## src/common/wi23_defs.sv

```systemverilog
package wi23_defs;

   parameter int REGFILE_WIDTH = 32;   // Datapath width

   // Major opcodes in instr[15:11]
   typedef enum logic [4:0] {
      OP_ADDI   = 5'b01000,
      OP_SUBI   = 5'b01001,
      OP_XORI   = 5'b01010,
      OP_ANDNI  = 5'b01011,
      OP_SLBI   = 5'b10010,
      OP_ROLI   = 5'b10100,
      OP_SLLI   = 5'b10101,
      OP_RORI   = 5'b10110,
      OP_SRLI   = 5'b10111,
      OP_LBI    = 5'b11000,
      OP_SHIFTR = 5'b11010,   // Shift type in func
      OP_ARITHR = 5'b11011,   // Arithmetic type in func
      OP_SEQ    = 5'b11100,
      OP_SLT    = 5'b11101,
      OP_SLE    = 5'b11110
   } opcodeT;

   // ALU operation encodings, low two bits of the shift group go to the shifter
   typedef enum logic [4:0] {
      ALU_ADD   = 5'b00000,
      ALU_XOR   = 5'b00010,
      ALU_ANDN  = 5'b00011,
      ALU_ROL   = 5'b00100,
      ALU_SLL   = 5'b00101,
      ALU_ROR   = 5'b00110,
      ALU_SRL   = 5'b00111,
      ALU_PASSA = 5'b01001,   // Jump link value
      ALU_PASSB = 5'b01010,
      ALU_SLBI  = 5'b01011,
      ALU_SEQ   = 5'b01100,
      ALU_SLT   = 5'b01101,
      ALU_SLE   = 5'b01110,
      ALU_SUB   = 5'b01111,
      ALU_OR    = 5'b10010,
      ALU_AND   = 5'b10011
   } aluOpT;

   // Decoded instruction bundle from decode to execute and result
   typedef struct packed {
      logic                     valid;
      logic                     illegal;
      aluOpT                    aluOp;
      logic                     unsignedOp;   // Unsigned compare
      logic [REGFILE_WIDTH-1:0] opA;
      logic [REGFILE_WIDTH-1:0] opB;         // Register or immediate
   } decodedT;

endpackage

```

## src/alu/alu.sv

```systemverilog
`timescale 1ns/1ps

module alu
import wi23_defs::*;
(
   input  logic [REGFILE_WIDTH-1:0] A,
   input  logic [REGFILE_WIDTH-1:0] B,
   input  aluOpT                    Op,
   input  logic                     UnsignedOp,
   output logic [REGFILE_WIDTH-1:0] Out,
   output logic                     aluErr
);

   localparam int W = REGFILE_WIDTH;

   logic         invA;
   logic [W-1:0] aInv;
   logic [W:0]   sum;   // Carry in top bit
   logic [W-1:0] shft;
   logic         ofl;
   logic         eq, sle, slt;
   logic         usle, uslt;

   // Subtract and compare group inverts A so the adder gives B - A
   assign invA = Op[3] & Op[2];
   assign aInv = A ^ {W{invA}};
   assign sum  = {1'b0, aInv} + {1'b0, B} + {{W{1'b0}}, invA};

   shifter iShft (
      .In  (A),
      .Cnt (B[4:0]),
      .Op  (Op[1:0]),
      .Out (shft)
   );

   // Signed overflow of the add, used to correct the sign of B - A
   assign ofl = (sum[W-1] & ~aInv[W-1] & ~B[W-1]) | (~sum[W-1] & aInv[W-1] & B[W-1]);

   assign eq  = ~|sum[W-1:0];
   assign sle = ~sum[W-1] ^ ofl;   // B - A not negative
   assign slt = sle & ~eq;

   assign uslt = A < B;
   assign usle = uslt | (A == B);

   always_comb begin
      aluErr = 1'b0;
      casez (Op)
         5'b00000: Out = sum[W-1:0];   // ADD, ADDI
         5'b00010: Out = A ^ B;
         5'b00011: Out = A & ~B;
         5'b001??: Out = shft;         // Rotates and shifts
         5'b01001: Out = A;
         5'b01010: Out = B;            // LBI
         5'b01011: Out = (A << 16) | B;
         5'b01100: Out = {{(W-1){1'b0}}, eq};
         5'b01101: Out = {{(W-1){1'b0}}, UnsignedOp ? uslt : slt};
         5'b01110: Out = {{(W-1){1'b0}}, UnsignedOp ? usle : sle};
         5'b01111: Out = sum[W-1:0];   // SUB, SUBI
         5'b10010: Out = A | B;
         5'b10011: Out = A & B;
         default: begin
            aluErr = 1'b1;
            Out    = '0;
         end
      endcase
   end

endmodule

```

## src/alu/shifter.sv

```systemverilog
`timescale 1ns/1ps

module shifter
import wi23_defs::*;
(
   input  logic [REGFILE_WIDTH-1:0] In,
   input  logic [4:0]               Cnt,
   input  logic [1:0]               Op,    // 00 rol, 01 sll, 10 ror, 11 srl
   output logic [REGFILE_WIDTH-1:0] Out
);

   localparam int W = REGFILE_WIDTH;

   logic [5:0][W-1:0] stage;

   assign stage[0] = In;

   // Stage i moves by 2**i when its count bit is set
   for (genvar i = 0; i < 5; i++) begin : gStage
      localparam int N = 1 << i;

      logic [W-1:0] rotL, shL, rotR, shR;

      assign rotL = {stage[i][W-N-1:0], stage[i][W-1:W-N]};
      assign shL  = {stage[i][W-N-1:0], {N{1'b0}}};
      assign rotR = {stage[i][N-1:0], stage[i][W-1:N]};
      assign shR  = {{N{1'b0}}, stage[i][W-1:N]};   // Logical, zero fill

      assign stage[i+1] = !Cnt[i]      ? stage[i] :
                          (Op == 2'b00) ? rotL :
                          (Op == 2'b01) ? shL :
                          (Op == 2'b10) ? rotR :
                                          shR;
   end

   assign Out = stage[5];

endmodule

```

## src/rtl/execUnit.sv

```systemverilog
`timescale 1ns/1ps

module execUnit
import wi23_defs::*;
(
   input  logic                     clk,
   input  logic                     rstN,
   input  logic                     issue,
   input  logic [15:0]              instr,
   input  logic [REGFILE_WIDTH-1:0] regA,
   input  logic [REGFILE_WIDTH-1:0] regB,
   output logic [REGFILE_WIDTH-1:0] result,
   output logic                     resultValid,
   output logic                     illegal
);

   decodedT                  decoded;
   logic [REGFILE_WIDTH-1:0] aluOut;
   logic                     aluErr;

   instrDecode iDecode (
      .clk     (clk),
      .rstN    (rstN),
      .issue   (issue),
      .instr   (instr),
      .regA    (regA),
      .regB    (regB),
      .decoded (decoded)
   );

   alu iAlu (
      .A          (decoded.opA),
      .B          (decoded.opB),
      .Op         (decoded.aluOp),
      .UnsignedOp (decoded.unsignedOp),
      .Out        (aluOut),
      .aluErr     (aluErr)
   );

   resultStage iResult (
      .clk         (clk),
      .rstN        (rstN),
      .decoded     (decoded),
      .aluOut      (aluOut),
      .aluErr      (aluErr),
      .result      (result),
      .resultValid (resultValid),
      .illegal     (illegal)
   );

endmodule

```

## src/rtl/instrDecode.sv

```systemverilog
`timescale 1ns/1ps

module instrDecode
import wi23_defs::*;
(
   input  logic                     clk,
   input  logic                     rstN,
   input  logic                     issue,
   input  logic [15:0]              instr,
   input  logic [REGFILE_WIDTH-1:0] regA,
   input  logic [REGFILE_WIDTH-1:0] regB,
   output decodedT                  decoded
);

   opcodeT                   opcode;
   logic [1:0]               func;
   logic [REGFILE_WIDTH-1:0] sext5, zext5;
   logic [REGFILE_WIDTH-1:0] sext8, zext8;
   decodedT                  decodedNext;

   assign opcode = opcodeT'(instr[15:11]);
   assign func   = instr[1:0];

   assign sext5 = {{(REGFILE_WIDTH-5){instr[4]}}, instr[4:0]};
   assign zext5 = {{(REGFILE_WIDTH-5){1'b0}}, instr[4:0]};
   assign sext8 = {{(REGFILE_WIDTH-8){instr[7]}}, instr[7:0]};
   assign zext8 = {{(REGFILE_WIDTH-8){1'b0}}, instr[7:0]};

   always_comb begin
      decodedNext.valid      = issue;
      decodedNext.illegal    = 1'b0;
      decodedNext.aluOp      = ALU_ADD;
      decodedNext.unsignedOp = 1'b0;
      decodedNext.opA        = regA;
      decodedNext.opB        = regB;   // Register formats keep Rt
      case (opcode)
         OP_ADDI: begin
            decodedNext.opB = sext5;
         end
         OP_SUBI: begin
            decodedNext.aluOp = ALU_SUB;   // Immediate minus Rs
            decodedNext.opB   = sext5;
         end
         OP_XORI: begin
            decodedNext.aluOp = ALU_XOR;
            decodedNext.opB   = zext5;
         end
         OP_ANDNI: begin
            decodedNext.aluOp = ALU_ANDN;
            decodedNext.opB   = zext5;
         end
         OP_SLBI: begin
            decodedNext.aluOp = ALU_SLBI;
            decodedNext.opB   = zext8;
         end
         OP_ROLI, OP_SLLI, OP_RORI, OP_SRLI: begin
            decodedNext.aluOp = aluOpT'({3'b001, instr[12:11]});   // Shift type from opcode
            decodedNext.opB   = zext5;
         end
         OP_LBI: begin
            decodedNext.aluOp = ALU_PASSB;
            decodedNext.opB   = sext8;
         end
         OP_SHIFTR: begin
            decodedNext.aluOp = aluOpT'({3'b001, func});
         end
         OP_ARITHR: begin
            case (func)
               2'b00:   decodedNext.aluOp = ALU_ADD;
               2'b01:   decodedNext.aluOp = ALU_SUB;   // Rt minus Rs
               2'b10:   decodedNext.aluOp = ALU_XOR;
               default: decodedNext.aluOp = ALU_ANDN;
            endcase
         end
         OP_SEQ, OP_SLT, OP_SLE: begin
            // Compare kind sits in the low opcode bits, func picks signedness
            decodedNext.aluOp      = aluOpT'({3'b011, instr[12:11]});
            decodedNext.unsignedOp = func[0];
            decodedNext.illegal    = func[1];
         end
         default: begin
            decodedNext.illegal = 1'b1;
         end
      endcase
   end

   always_ff @(posedge clk or negedge rstN) begin
      if (!rstN) begin
         decoded <= '0;
      end else begin
         decoded <= decodedNext;   // Valid follows issue
      end
   end

   assert property (@(posedge clk) disable iff (!rstN) !$isunknown(decoded.valid))
      else $error("decoded.valid unknown after reset");

endmodule

```

## src/rtl/resultStage.sv

```systemverilog
`timescale 1ns/1ps

module resultStage
import wi23_defs::*;
(
   input  logic                     clk,
   input  logic                     rstN,
   input  decodedT                  decoded,
   input  logic [REGFILE_WIDTH-1:0] aluOut,
   input  logic                     aluErr,
   output logic [REGFILE_WIDTH-1:0] result,
   output logic                     resultValid,
   output logic                     illegal
);

   logic bad;

   // Either the decoder rejected it or the ALU hit an unmapped code
   assign bad = decoded.illegal | aluErr;

   always_ff @(posedge clk or negedge rstN) begin
      if (!rstN) begin
         resultValid <= 1'b0;
         illegal     <= 1'b0;
         result      <= '0;
      end else begin
         resultValid <= decoded.valid;
         if (decoded.valid) begin
            illegal <= bad;
            result  <= bad ? '0 : aluOut;   // Illegal results read as zero
         end
      end
   end

   // Decoder only emits mapped ALU codes for legal instructions
   assert property (@(posedge clk) disable iff (!rstN)
                    decoded.valid && !decoded.illegal |-> !aluErr)
      else $error("ALU error on a legal instruction, op %0h", decoded.aluOp);

endmodule
```

## config.mk

```make
export PLATFORM = sky130hd
export DESIGN_NAME = execUnit
export DESIGN_NICKNAME = d
export VERILOG_FILES = /design/src/common/wi23_defs.sv /design/src/alu/alu.sv /design/src/alu/shifter.sv /design/src/rtl/execUnit.sv /design/src/rtl/instrDecode.sv /design/src/rtl/resultStage.sv
export SDC_FILE = /design/constraint.sdc
export NUM_CORES = 1
export LEC_CHECK = 0
export BUFFER_PORTS_ARGS = -buffer_cell sky130_fd_sc_hd__buf_2
export CORE_AREA = 2 2 100 199
export CTS_CLUSTER_DIAMETER = 80
export CTS_CLUSTER_SIZE = 16
export DETAILED_ROUTE_END_ITERATION = 10
export DIE_AREA = 0 0 102 201
export PLACE_DENSITY = 0.91
export SYNTH_ARGS = -nofsm -noshare
export SYNTH_HDL_FRONTEND = slang
export SYNTH_SLANG_ARGS = --single-unit
```

## constraint.sdc

```tcl
create_clock -name clk -period 6.5 [get_ports clk]
set_input_delay 0.325 -clock clk [delete_from_list [all_inputs] [get_ports clk]]
set_output_delay 0.325 -clock clk [all_outputs]
set_load 0.005 [all_outputs]
```

Word level (Yosys, flattened, before mapping)
Index checks and enable logic that the tools add are counted.
- $add $sub $neg: 2
- $lt $le $gt $ge: 1
- equality and inequality tests: 32
- muxes and demuxes: 30
- bitwise operators: 20
- reduce and logical (&&, ||, !) cells: 12
- operators by type and width (cell ; count):
    $mux 32 ; 21
    $pmux 32 s12 ; 1
    $pmux 32 s4 ; 1
    $and 32x32->32 ; 2
    $or 32x32->32 ; 2
    $xor 32x32->32 ; 2
    $eq 5x5->1 const B ; 11
    $pmux 4 s9 ; 1
    $add 32x1->32 ; 1
    $add 32x32->32 ; 1
    $eq 32x32->1 ; 1
    $lt 32x32->1 ; 1
    $not 32->32 ; 1
    $reduce_or 32->1 ; 1
    $eq 4x4->1 const B ; 7
    $eq 5x4->1 const B ; 4
    $reduce_or 13->1 ; 1
    $pmux 4 s3 ; 1
    $reduce_or 12->1 ; 1
    $eq 4x5->1 const B ; 2
    $eq 4x2->1 const B ; 2
    $and 1x1->1 ; 6
    $eq 2x1->1 const B ; 3
    $reduce_or 6->1 ; 1
    12 further kinds ; 22
- flip-flop bits (word level): 105
- input bits: 83
- output and inout bits: 34
- logic and storage cells: 106

Depth between registers and ports, before layout
Gate-level depths: netlist of the first run.
- word-level depth: 23
- mapped depth: 25
- depth with buffers taken out: 22

Modules after synthesis
Synthesis of the first run repeated with hierarchy kept, for this count alone.
- cells, all modules: 1845
- area total of the unflattened synthesis: 14091.0 um2
- by module, submodules not included (module ; instances ; cells each ; area each (um2) ; seq. area each (um2)):
    alu ; 1 ; 841 ; 5445.2 ; 0.0
    shifter ; 1 ; 696 ; 4658.2 ; 0.0
    instrDecode ; 1 ; 165 ; 2404.8 ; 1776.7
    resultStage ; 1 ; 143 ; 1582.8 ; 850.8

Least setup slack after synthesis of the first run
Ideal clock, no wire load.
- path kind: flip-flop to flip-flop
- from: register, netlist name iDecode.decoded[68]
- to: register iResult.result[0]
- setup time: 0.126 ns
- arrival time: 5.254 ns
- data required time: 6.374 ns
- setup slack: 1.120 ns
- cell stages (with the launch flop): 26
- path buffers: 3
- clock period less this slack: 5.380 ns
- cells stage by stage: dfrtp_1 clkbuf_1 nand2_1 clkbuf_1 xnor2_1 ha_1 clkbuf_1 a21oi_1 o21ai_0 o22ai_1 a211oi_1 o21bai_1 a31oi_1 nor2_1 o21bai_1 a21oi_1 fa_1 nand3b_1 nor2_1 nor4b_1 nand4bb_1 nor4b_1 nand4_1 nor4b_2 a211oi_1 a311o_1
- word-level cells in the longest chain between the ends: 13
- elaborated cells on any way between the ends: 36
- those cells by class: 2 x add/sub; 12 x eq/ne; 5 x mux; 12 x bitwise; 5 x reduce/logical
- RTL lines (item ; line ; RTL):
    $and 1x1->1 ; alu.sv:25 ; assign invA = Op[3] & Op[2];
    $xor 32x32->32 ; alu.sv:26 ; assign aInv = A ^ {W{invA}};
    $add 32x32->32 ; alu.sv:27 ; assign sum = {1'b0, aInv} + {1'b0, B} + {{W{1'b0}}, invA};
    $add 32x1->32 ; alu.sv:27 ;
    $not 1->1 ; alu.sv:37, alu.sv:40 ;
    $and 1x1->1 (2 in series) ; alu.sv:37 ; assign ofl = (sum[W-1] & ~aInv[W-1] & ~B[W-1]) | (~sum[W-1] & aInv[W-1] & B[W-1]);
    $or 1x1->1 ; alu.sv:37 ;
    $xor 1x1->1 ; alu.sv:40 ; assign sle = ~sum[W-1] ^ ofl;
    $and 1x1->1 ; alu.sv:41 ; assign slt = sle & ~eq;
    $mux 1 ; alu.sv:57 ; 5'b01101: Out = {{(W-1){1'b0}}, UnsignedOp ? uslt : slt};
    $pmux 32 s12 ; alu.sv:48 ; casez (Op)
    $mux 32 * ; resultStage.sv:30 ; result <= bad ? '0 : aluOut;
    to (signal assigned) ; resultStage.sv:30 ;
    to (decl) ; resultStage.sv:11 ; output logic [REGFILE_WIDTH-1:0] result,
Mark *: on every way between the ends. The rest lies on a longest branch, timed or not.
A chain may end at the register's enable or synchronous reset.

Worst setup path in the final report of the first run
- from: register, netlist name iDecode.decoded[68]
- to: register iResult.result[0]
- word-level cells in the longest chain between the ends: 13
- elaborated cells on any way between the ends: 36
- those cells by class: 2 x add/sub; 12 x eq/ne; 5 x mux; 12 x bitwise; 5 x reduce/logical
- RTL lines (item ; line):
    $and 1x1->1 ; alu.sv:25
    $xor 32x32->32 ; alu.sv:26
    $add 32x32->32 ; alu.sv:27
    $add 32x1->32 ; alu.sv:27
    $not 1->1 ; alu.sv:37, alu.sv:40
    $and 1x1->1 (2 in series) ; alu.sv:37
    $or 1x1->1 ; alu.sv:37
    $xor 1x1->1 ; alu.sv:40
    $and 1x1->1 ; alu.sv:41
    $mux 1 ; alu.sv:57
    $pmux 32 s12 ; alu.sv:48
    $mux 32 * ; resultStage.sv:30
Marks and branches as above.

==> results.md, run 1 <==
* Core area at ~19000 sq um
* Final setup vio count at 0
* RSZ-0062 raised after global routing: false
* Top FF cell, synth: dfrtp_1
* Vias in the first global route at ~12k
* Clock Path Buffers at 2
* Yosys top cell area share at 0.231
* Post-Synthesis Cells at ~1.4k
* Area leader, netlist: dfrtp_1
* Clock root buffer: clkbuf_16
* Fraction of layout cells with a size suffix above 1 at 0.163
* Seq/Total Area, Yosys at 0.231
* Status: finished, final reports clean
* DP HPWL at about 36 mm
* Final Hold Vio Count at 0
* Routed len/inst at about 27 um
* Drt pass-1 iters at 6
* Top Ports at around 120
* Die area at between 20000 and 25000 sq um
* Slowest cell on crit path: nor4b_1
* Routed vias at 12.4k
* Diodes inserted at 0
* Starting Density at 0.595
* Syn nets at 1580
* Area after DPL at 12200 sq um
* Pin count of the biggest net entering global routing at 81
* CP bufs+invs at 3
* Synth area leaders: dfrtp_1 23%, ha_1 7.4%, a21oi_1 6.9%, nor2_1 4.8%, mux2i_1 4.7%
* Post-route cell area at ~12000 sq um
* Crit. End Element: register
* Post-synthesis register bit count at ~110
* Area Overhead vs Synth at 9.89%
* GR Overflow Total at 0
* Max-cap viol count at 0
* I/O Buffers at between 100 and 150
* Number of DRC markers in iteration 0 at between 1.5k and 2k
* Maximum fanout along the worst path at 16
* H-Tree Depth at 3
* Worst setup path category: reg -> reg
* Post-route DRC at 0
* Clk_lat worst skew at 0.38 ns
* CP arrival at approximately 6.5 ns
* Ys Warns at 0
* # rows at between 70 and 80
* Setup crit start kind: register
* Slew @ Worst Pin at a little over 1 ns
* Synthesized cell area at between 10000 and 15000 sq um
* Leading cell type in the layout, fill and taps excluded: a21oi_1
* Post-place setup slack at ~0.51 ns
* Pwr Density at roughly 230 nW/um^2
* Class of the worst hold path: in -> reg
* Clk slew on worst S/H paths at 0.08 ns
* CTS tree: built
* Layout Nets at approximately 1.6k
* Final wirelength at 46.6 mm
* Crit path required time at slightly below 7 ns
* Global-route wire length before repair at between 70 and 80 mm
* Post-synth cell types at 85
* Antenna Nets Post-Route at 0
* GRT Total Usage at 0.459
* Post-synth EDFFs at 0
* Global placer's final weighted congestion at ~1.1
* Fin. max-slew vios at 0
* Die height at roughly 200 um
* Final Skew at about 0.012 ns
* Clk sinks at approximately 110
* CP most frequent cell: buf_4
* Die Wd at slightly above 100 um
* Worst VDD drop at between 0.2 and 0.25 mV
* Initial antenna violation count at 0
* Asr flop ratio synth at 1.00
* Fin crit period at 6.20 ns
* Tot Pwr at roughly 2.9 mW
* Leak at 5.41 nW
* CTS Buf Count at 9
* Max incr delay on CP at 0.47 ns
* Final setup margin at 0.304 ns
* Flop2flop setup slack at between 0.3 and 0.4 ns
* FMAX at 161 MHz
* Synthesized area per cell at approximately 8.0 sq um
* Slew margin rel. at 0.325
* Critical path's top delay family: compound AO/OA/AOI/OAI gates
* Final core occ at 0.654
* Most frequent cells in the layout: 157 x a21oi_1, 145 x nor2_1, 112 x buf_2
* Tcrit/Tclk final at 0.953
* Vias/cell at ~7.1
* Final TNS setup at 0 ns
-- final timing paths --
kind / startpoint / end / depth (start not counted)
worst max-delay path: iDecode.decoded[68]$_DFF_PN0_ / iResult.result[0]$_DFFE_PN0P_ / 25
worst min-delay path: issue / iDecode.decoded[71]$_DFF_PN0_ / 1
worst max register to register: iDecode.decoded[68]$_DFF_PN0_ / iResult.result[0]$_DFFE_PN0P_ / 25
worst min register to register: iResult.result[16]$_DFFE_PN0P_ / iResult.result[16]$_DFFE_PN0P_ / 1
max in group asynchronous: rstN / iDecode.decoded[0]$_DFF_PN0_ / 3
min in group asynchronous: rstN / iResult.illegal$_DFFE_PN0P_ / 2
-- metrics by stage --
| step | std cells | hold slack [ns] |
|---|---|---|
| 6_report | 1747 | 0.0482 |
| 3_5_place_dp | 1730 | 0.351 |
| 3_3_place_gp | 1730 | 0.351 |
| 2_1_floorplan | 1428 | 0.0294 |
| 5_1_grt | 1747 | 0.0420 |
| 4_1_cts | 1747 | 0.0469 |
-- synthesized netlist by cell type, drive strengths merged, types with 6 or more instances --
cell type  count
o22ai         19
nand2         96
o31ai          7
xnor2         45
or3            6
nor3          20
nand4         19
mux2i         53
or2            6
o221ai        15
a211oi        49
a21o          51
o211ai        17
a21oi        159
o21a          12
and2           9
xor2          15
ha            67
mux4          20
a31oi         24
nor2b         11
nand2b        14
buf           33
a221o         11
mux2          21
o21ai         94
a22oi         13
o2bb2ai       10
a211o          8
a221oi        24
nor2         145
inv           49
nand3         18
dfrtp        105
clkbuf        86
-- per-layer routing --
metal | global-route usage | share of wire | wire [um]
met5 | 0 | 0 | 0
met1 | 0.543 | 0.34 | 15900
met2 | 0.691 | 0.45 | 20800
met3 | 0.100 | 0.099 | 4610
met4 | 0.384 | 0.11 | 5310
-- power breakdown --
part / leakage, nW / total [mW] / internal, mW / switching (mW)
clock network: 0.147 / 0.562 / 0.282 / 0.280
registers: 1.30 / 0.820 / 0.715 / 0.105
logic: 3.96 / 1.47 / 0.548 / 0.921
total: 5.41 / 2.85 / 1.54 / 1.31
-- cells by family (layout without fill, tap and decap cells) --
group / count (synthesis) / after routing / synth area share
xor+xnor: 60 / 60 / 0.0462
buf+inv: 170 / 230 / 0.0603
mux: 94 / 94 / 0.107
flops: 105 / 105 / 0.231
fa+ha+maj: 70 / 70 / 0.0781
compound gates: 562 / 562 / 0.328
simple gates: 367 / 367 / 0.149
-- sequential cells by signal, indices dropped and copies added (netlist names) --
signal	flops
iDecode.decoded	71
iResult.result	32
iResult.illegal	1
iResult.resultValid	1
-- repair_timing --
action                                  4_1_cts  5_1_grt
gates resized for setup                       0        1
endpoints found under the setup margin        0        1
setup buffers                                 0        0
hold endpoints to repair                     41        0
hold buffers                                  1        0
-- worst register-to-register path, cell delays in order, from the launching register on --
cell	delay, ns
dfrtp_1	0.40
nand2_2	0.36
buf_4	0.39
xnor2_1	0.17
ha_1	0.32
a21oi_1	0.27
o21ai_0	0.15
a211oi_1	0.37
a211oi_2	0.19
o21bai_1	0.16
a31oi_1	0.10
nor2_1	0.18
o21bai_1	0.09
a21oi_1	0.46
fa_1	0.31
nand3b_1	0.09
nor2_1	0.07
nor4b_1	0.23
buf_4	0.18
nand4bb_1	0.12
nor4b_1	0.47
nand4_1	0.17
nor4b_2	0.30
buf_4	0.19
a211oi_1	0.07
a311o_1	0.29
-- final cells by class --
class	count	area (sq um)
sequential	105	2640
timing repair buffer	163	946
clock buffer	10	239
tap	259	324
clock inverter	6	68.8
inverter	51	191
fill	1699	6600
multi-input combinational	1153	8090
No activity file was read; power rests on OpenSTA's default activity.
==> run 2, diff against run 1 <==
Settings changed: CTS_CLUSTER_DIAMETER 80 to default, RECOVER_POWER from default to 50.
==> results.md, run 2 (same netlist as run 1, synthesis figures left out) <==
* Register bank with the most flops: iDecode.decoded
* Pwr Density at 229 nW/um^2 (+0.19%)
* DP HPWL at 35.9 mm (unchanged)
* Final setup vio count at 0 (unchanged)
* Most frequent cells in the layout: 157 x a21oi_1, 145 x nor2_1, 101 x dfrtp_1
* Pin count of the biggest net entering global routing at 81 (unchanged)
* Clock Path Buffers at 2 (unchanged)
* WHS Path Cells at 1 (unchanged)
* Final Hold Vio Count at 0 (unchanged)
* Top Ports at 117 (unchanged)
* Worst setup path category: reg -> reg
* FMAX at 163 MHz (+1.2%)
* WL met2 at 20.7 mm (-0.37%)
* Tot Pwr at 2.85 mW (-0.16%)
* Global-route wire length before repair at 70.1 mm (unchanged)
* H-Tree Depth at 3 (unchanged)
* Fin crit period at 6.12 ns (-0.0736 ns)
* Final Skew at 0.0114 ns (-0.000443 ns)
* Die height at 201 um (unchanged)
* I/O Buffers at 113 (unchanged)
* Tcrit/Tclk final at 0.942 (-0.0113)
* GR Overflow Total at 0 (unchanged)
* Hold Path End: iDecode.decoded[71]$_DFF_PN0_
* Net Sw Frac at 0.460 (+0.00126)
* Global placer's final weighted congestion at 1.11 (unchanged)
* Reg2reg end: iResult.result[0]$_DFFE_PN0P_
* Met3 WL at 4.52 mm (-2.0%)
* Slew @ Worst Pin at 2.41 ns (+1.40 ns)
* Psw at 1.31 mW (+0.12%)
* Logic gate share of total power at 0.515 (about the same)
* Clk sinks at 105 (unchanged)
* Die Wd at 102 um (unchanged)
* Routed vias at 12.3k (-0.41%)
* Worst R2R Start: iDecode.decoded[68]$_DFF_PN0_
* Worst VDD drop at 0.214 mV (-0.15%)
* M1 WL at 16.1 mm (+1.2%)
* Internal at 1.54 mW (-0.39%)
* Routed len/inst at 26.7 um (about the same)
* Max-cap viol count at 2 (+2)
* Worst reg2reg path depth at 25 (unchanged)
* Final wirelength at 46.6 mm (about the same)
* Failing checks: max-capacitance violations, max-slew violations
* Hold Crit Start: issue
* # fillers at 1719 (+1.2%)
* Initial antenna violation count at 0 (unchanged)
* Crit path required time at 6.76 ns (about the same)
* Layout Nets at 1635 (unchanged)
* Area Overhead vs Synth at 9.51%
* Vias/cell at 7.04 (-0.41%)
* Core area at 19100 sq um (unchanged)
* Fin. max-slew vios at 108 (+108)
* Starting Density at 0.595 (unchanged)
* Leading cell type in the layout, fill and taps excluded: a21oi_1
* Setup crit start kind: register
* Final TNS setup at 0 ns (unchanged)
* DR top layer: met4
* Class of the worst hold path: in -> reg
* Maximum fanout along the worst path at 16 (unchanged)
* Antenna Nets Post-Route at 0 (unchanged)
* Drt pass-1 iters at 6 (unchanged)
* Non-filler cells, final at 1747 (unchanged)
* Max reg flops at 71 (unchanged)
* Clk_lat worst skew at 0.37 ns (about the same)
* GRT Total Usage at 0.459 (unchanged)
* Leak at 5.30 nW (-2.0%)
* CP arrival at 6.38 ns (-0.07 ns)
* CTS tree: built
* Placed cells at 1730 (unchanged)
* Flop2flop setup slack at 0.38 ns (+0.07 ns)
* Clock root buffer: clkbuf_16
* Slew margin rel. at -0.604 (-0.929)
* Sequential fraction of design power at 0.288 (about the same)
* Diodes inserted at 0 (unchanged)
* RSZ-0062 raised after global routing: false
* # rows at 72 (unchanged)
* Clock power share at 0.197 (about the same)
* CTS Buf Count at 9 (unchanged)
* Largest registers: iDecode.decoded: 71 flops, iResult.result: 32 flops
* Clk slew on worst S/H paths at 0.08 ns (about the same)
* Status: finished with violations
* Vias in the first global route at 11.8k (unchanged)
* Crit. End Element: register
* Die area at 20500 sq um (unchanged)
* Number of DRC markers in iteration 0 at 1629 (+3.5%)
* Fraction of layout cells with a size suffix above 1 at 0.144 (-0.0188)
* Post-route DRC at 0 (unchanged)
==> run 2: changes by cell type in the layout (fill, tap and decap cells not counted), sizes merged <==
cell / delta
buf: -28
clkbuf: +28
==> run 2: metal layers <==
layer	vias up	global-route usage
met3	251	0.100
met2	857	0.691
li1	5493	-
met4	0	0.384
met1	5701	0.543
met5	-	0
==> run 2: worst max-delay path by stage <==
| stage | from | to | depth (start not counted) |
|---|---|---|---|
| after CTS | iDecode.decoded[68]$_DFF_PN0_ | iResult.result[0]$_DFFE_PN0P_ | 25 |
| final | iDecode.decoded[68]$_DFF_PN0_ | iResult.result[0]$_DFFE_PN0P_ | 25 |
| after global routing | iDecode.decoded[68]$_DFF_PN0_ | iResult.result[0]$_DFFE_PN0P_ | 25 |
| after global placement | iDecode.decoded[67]$_DFF_PN0_ | iResult.result[0]$_DFFE_PN0P_ | 25 |
| after floorplan | iDecode.decoded[68]$_DFF_PN0_ | iResult.result[0]$_DFFE_PN0P_ | 25 |
| after detailed placement | iDecode.decoded[68]$_DFF_PN0_ | iResult.result[0]$_DFFE_PN0P_ | 25 |
==> run 2: layout make-up <==
type | count | area [sq um] | share of cell area
Clock buffer | 10 | 239 | 0.0192
Sequential cell | 105 | 2640 | 0.212
Multi-Input combinational cell | 1153 | 8090 | 0.649
Clock inverter | 6 | 68.8 | 0.00553
Tap cell | 259 | 324 | 0.0260
Inverter | 51 | 191 | 0.0154
Timing Repair Buffer | 163 | 907 | 0.0728
==> run 2: metrics by stage <==
stage / hold WS [ns] / util / setup slack, ns / area, sq um
floorplan: 0.0294 / - / 1.12 / 11400
global placement: 0.351 / 0.637 / 0.557 / 12200
detailed placement: 0.351 / 0.637 / 0.511 / 12200
CTS: 0.0469 / 0.654 / 0.467 / 12500
global route: 0.0420 / 0.652 / 0.0247 / 12500
finish: 0.0525 / 0.652 / 0.377 / 12500
==> run 2: timing repair <==
action,4_1_cts,5_1_grt
gates resized for setup,0,1
hold buffers,1,0
endpoints found under the setup margin,0,1
setup buffers,0,0
hold endpoints to repair,41,0
==> run 2: worst max-delay path, stage by stage, from the launching register on <==
cell and delay [ns]:
dfrtp_1 0.40, nand2_2 0.36, buf_4 0.37, xnor2_1 0.17
ha_1 0.32, a21oi_1 0.27, o21ai_0 0.14, a211oi_1 0.35
a211oi_2 0.18, o21bai_1 0.16, a31oi_1 0.10, nor2_1 0.18
o21bai_1 0.09, a21oi_1 0.45, fa_1 0.31, nand3b_1 0.09
nor2_1 0.08, nor4b_1 0.24, buf_4 0.18, nand4bb_1 0.12
nor4b_1 0.46, nand4_1 0.17, nor4b_2 0.28, buf_4 0.18
a211oi_1 0.07, a311o_1 0.29
==> run 2: power by group through the flow <==
stage                     clock (mW)  combinational [mW]  sequential [mW]
after global routing           0.593                1.56            0.824
after floorplan                    0               0.989            0.769
after detailed placement           0                1.41            0.825
after CTS                      0.565                1.42            0.813
after global placement             0                1.38            0.824
final                          0.561                1.46            0.821
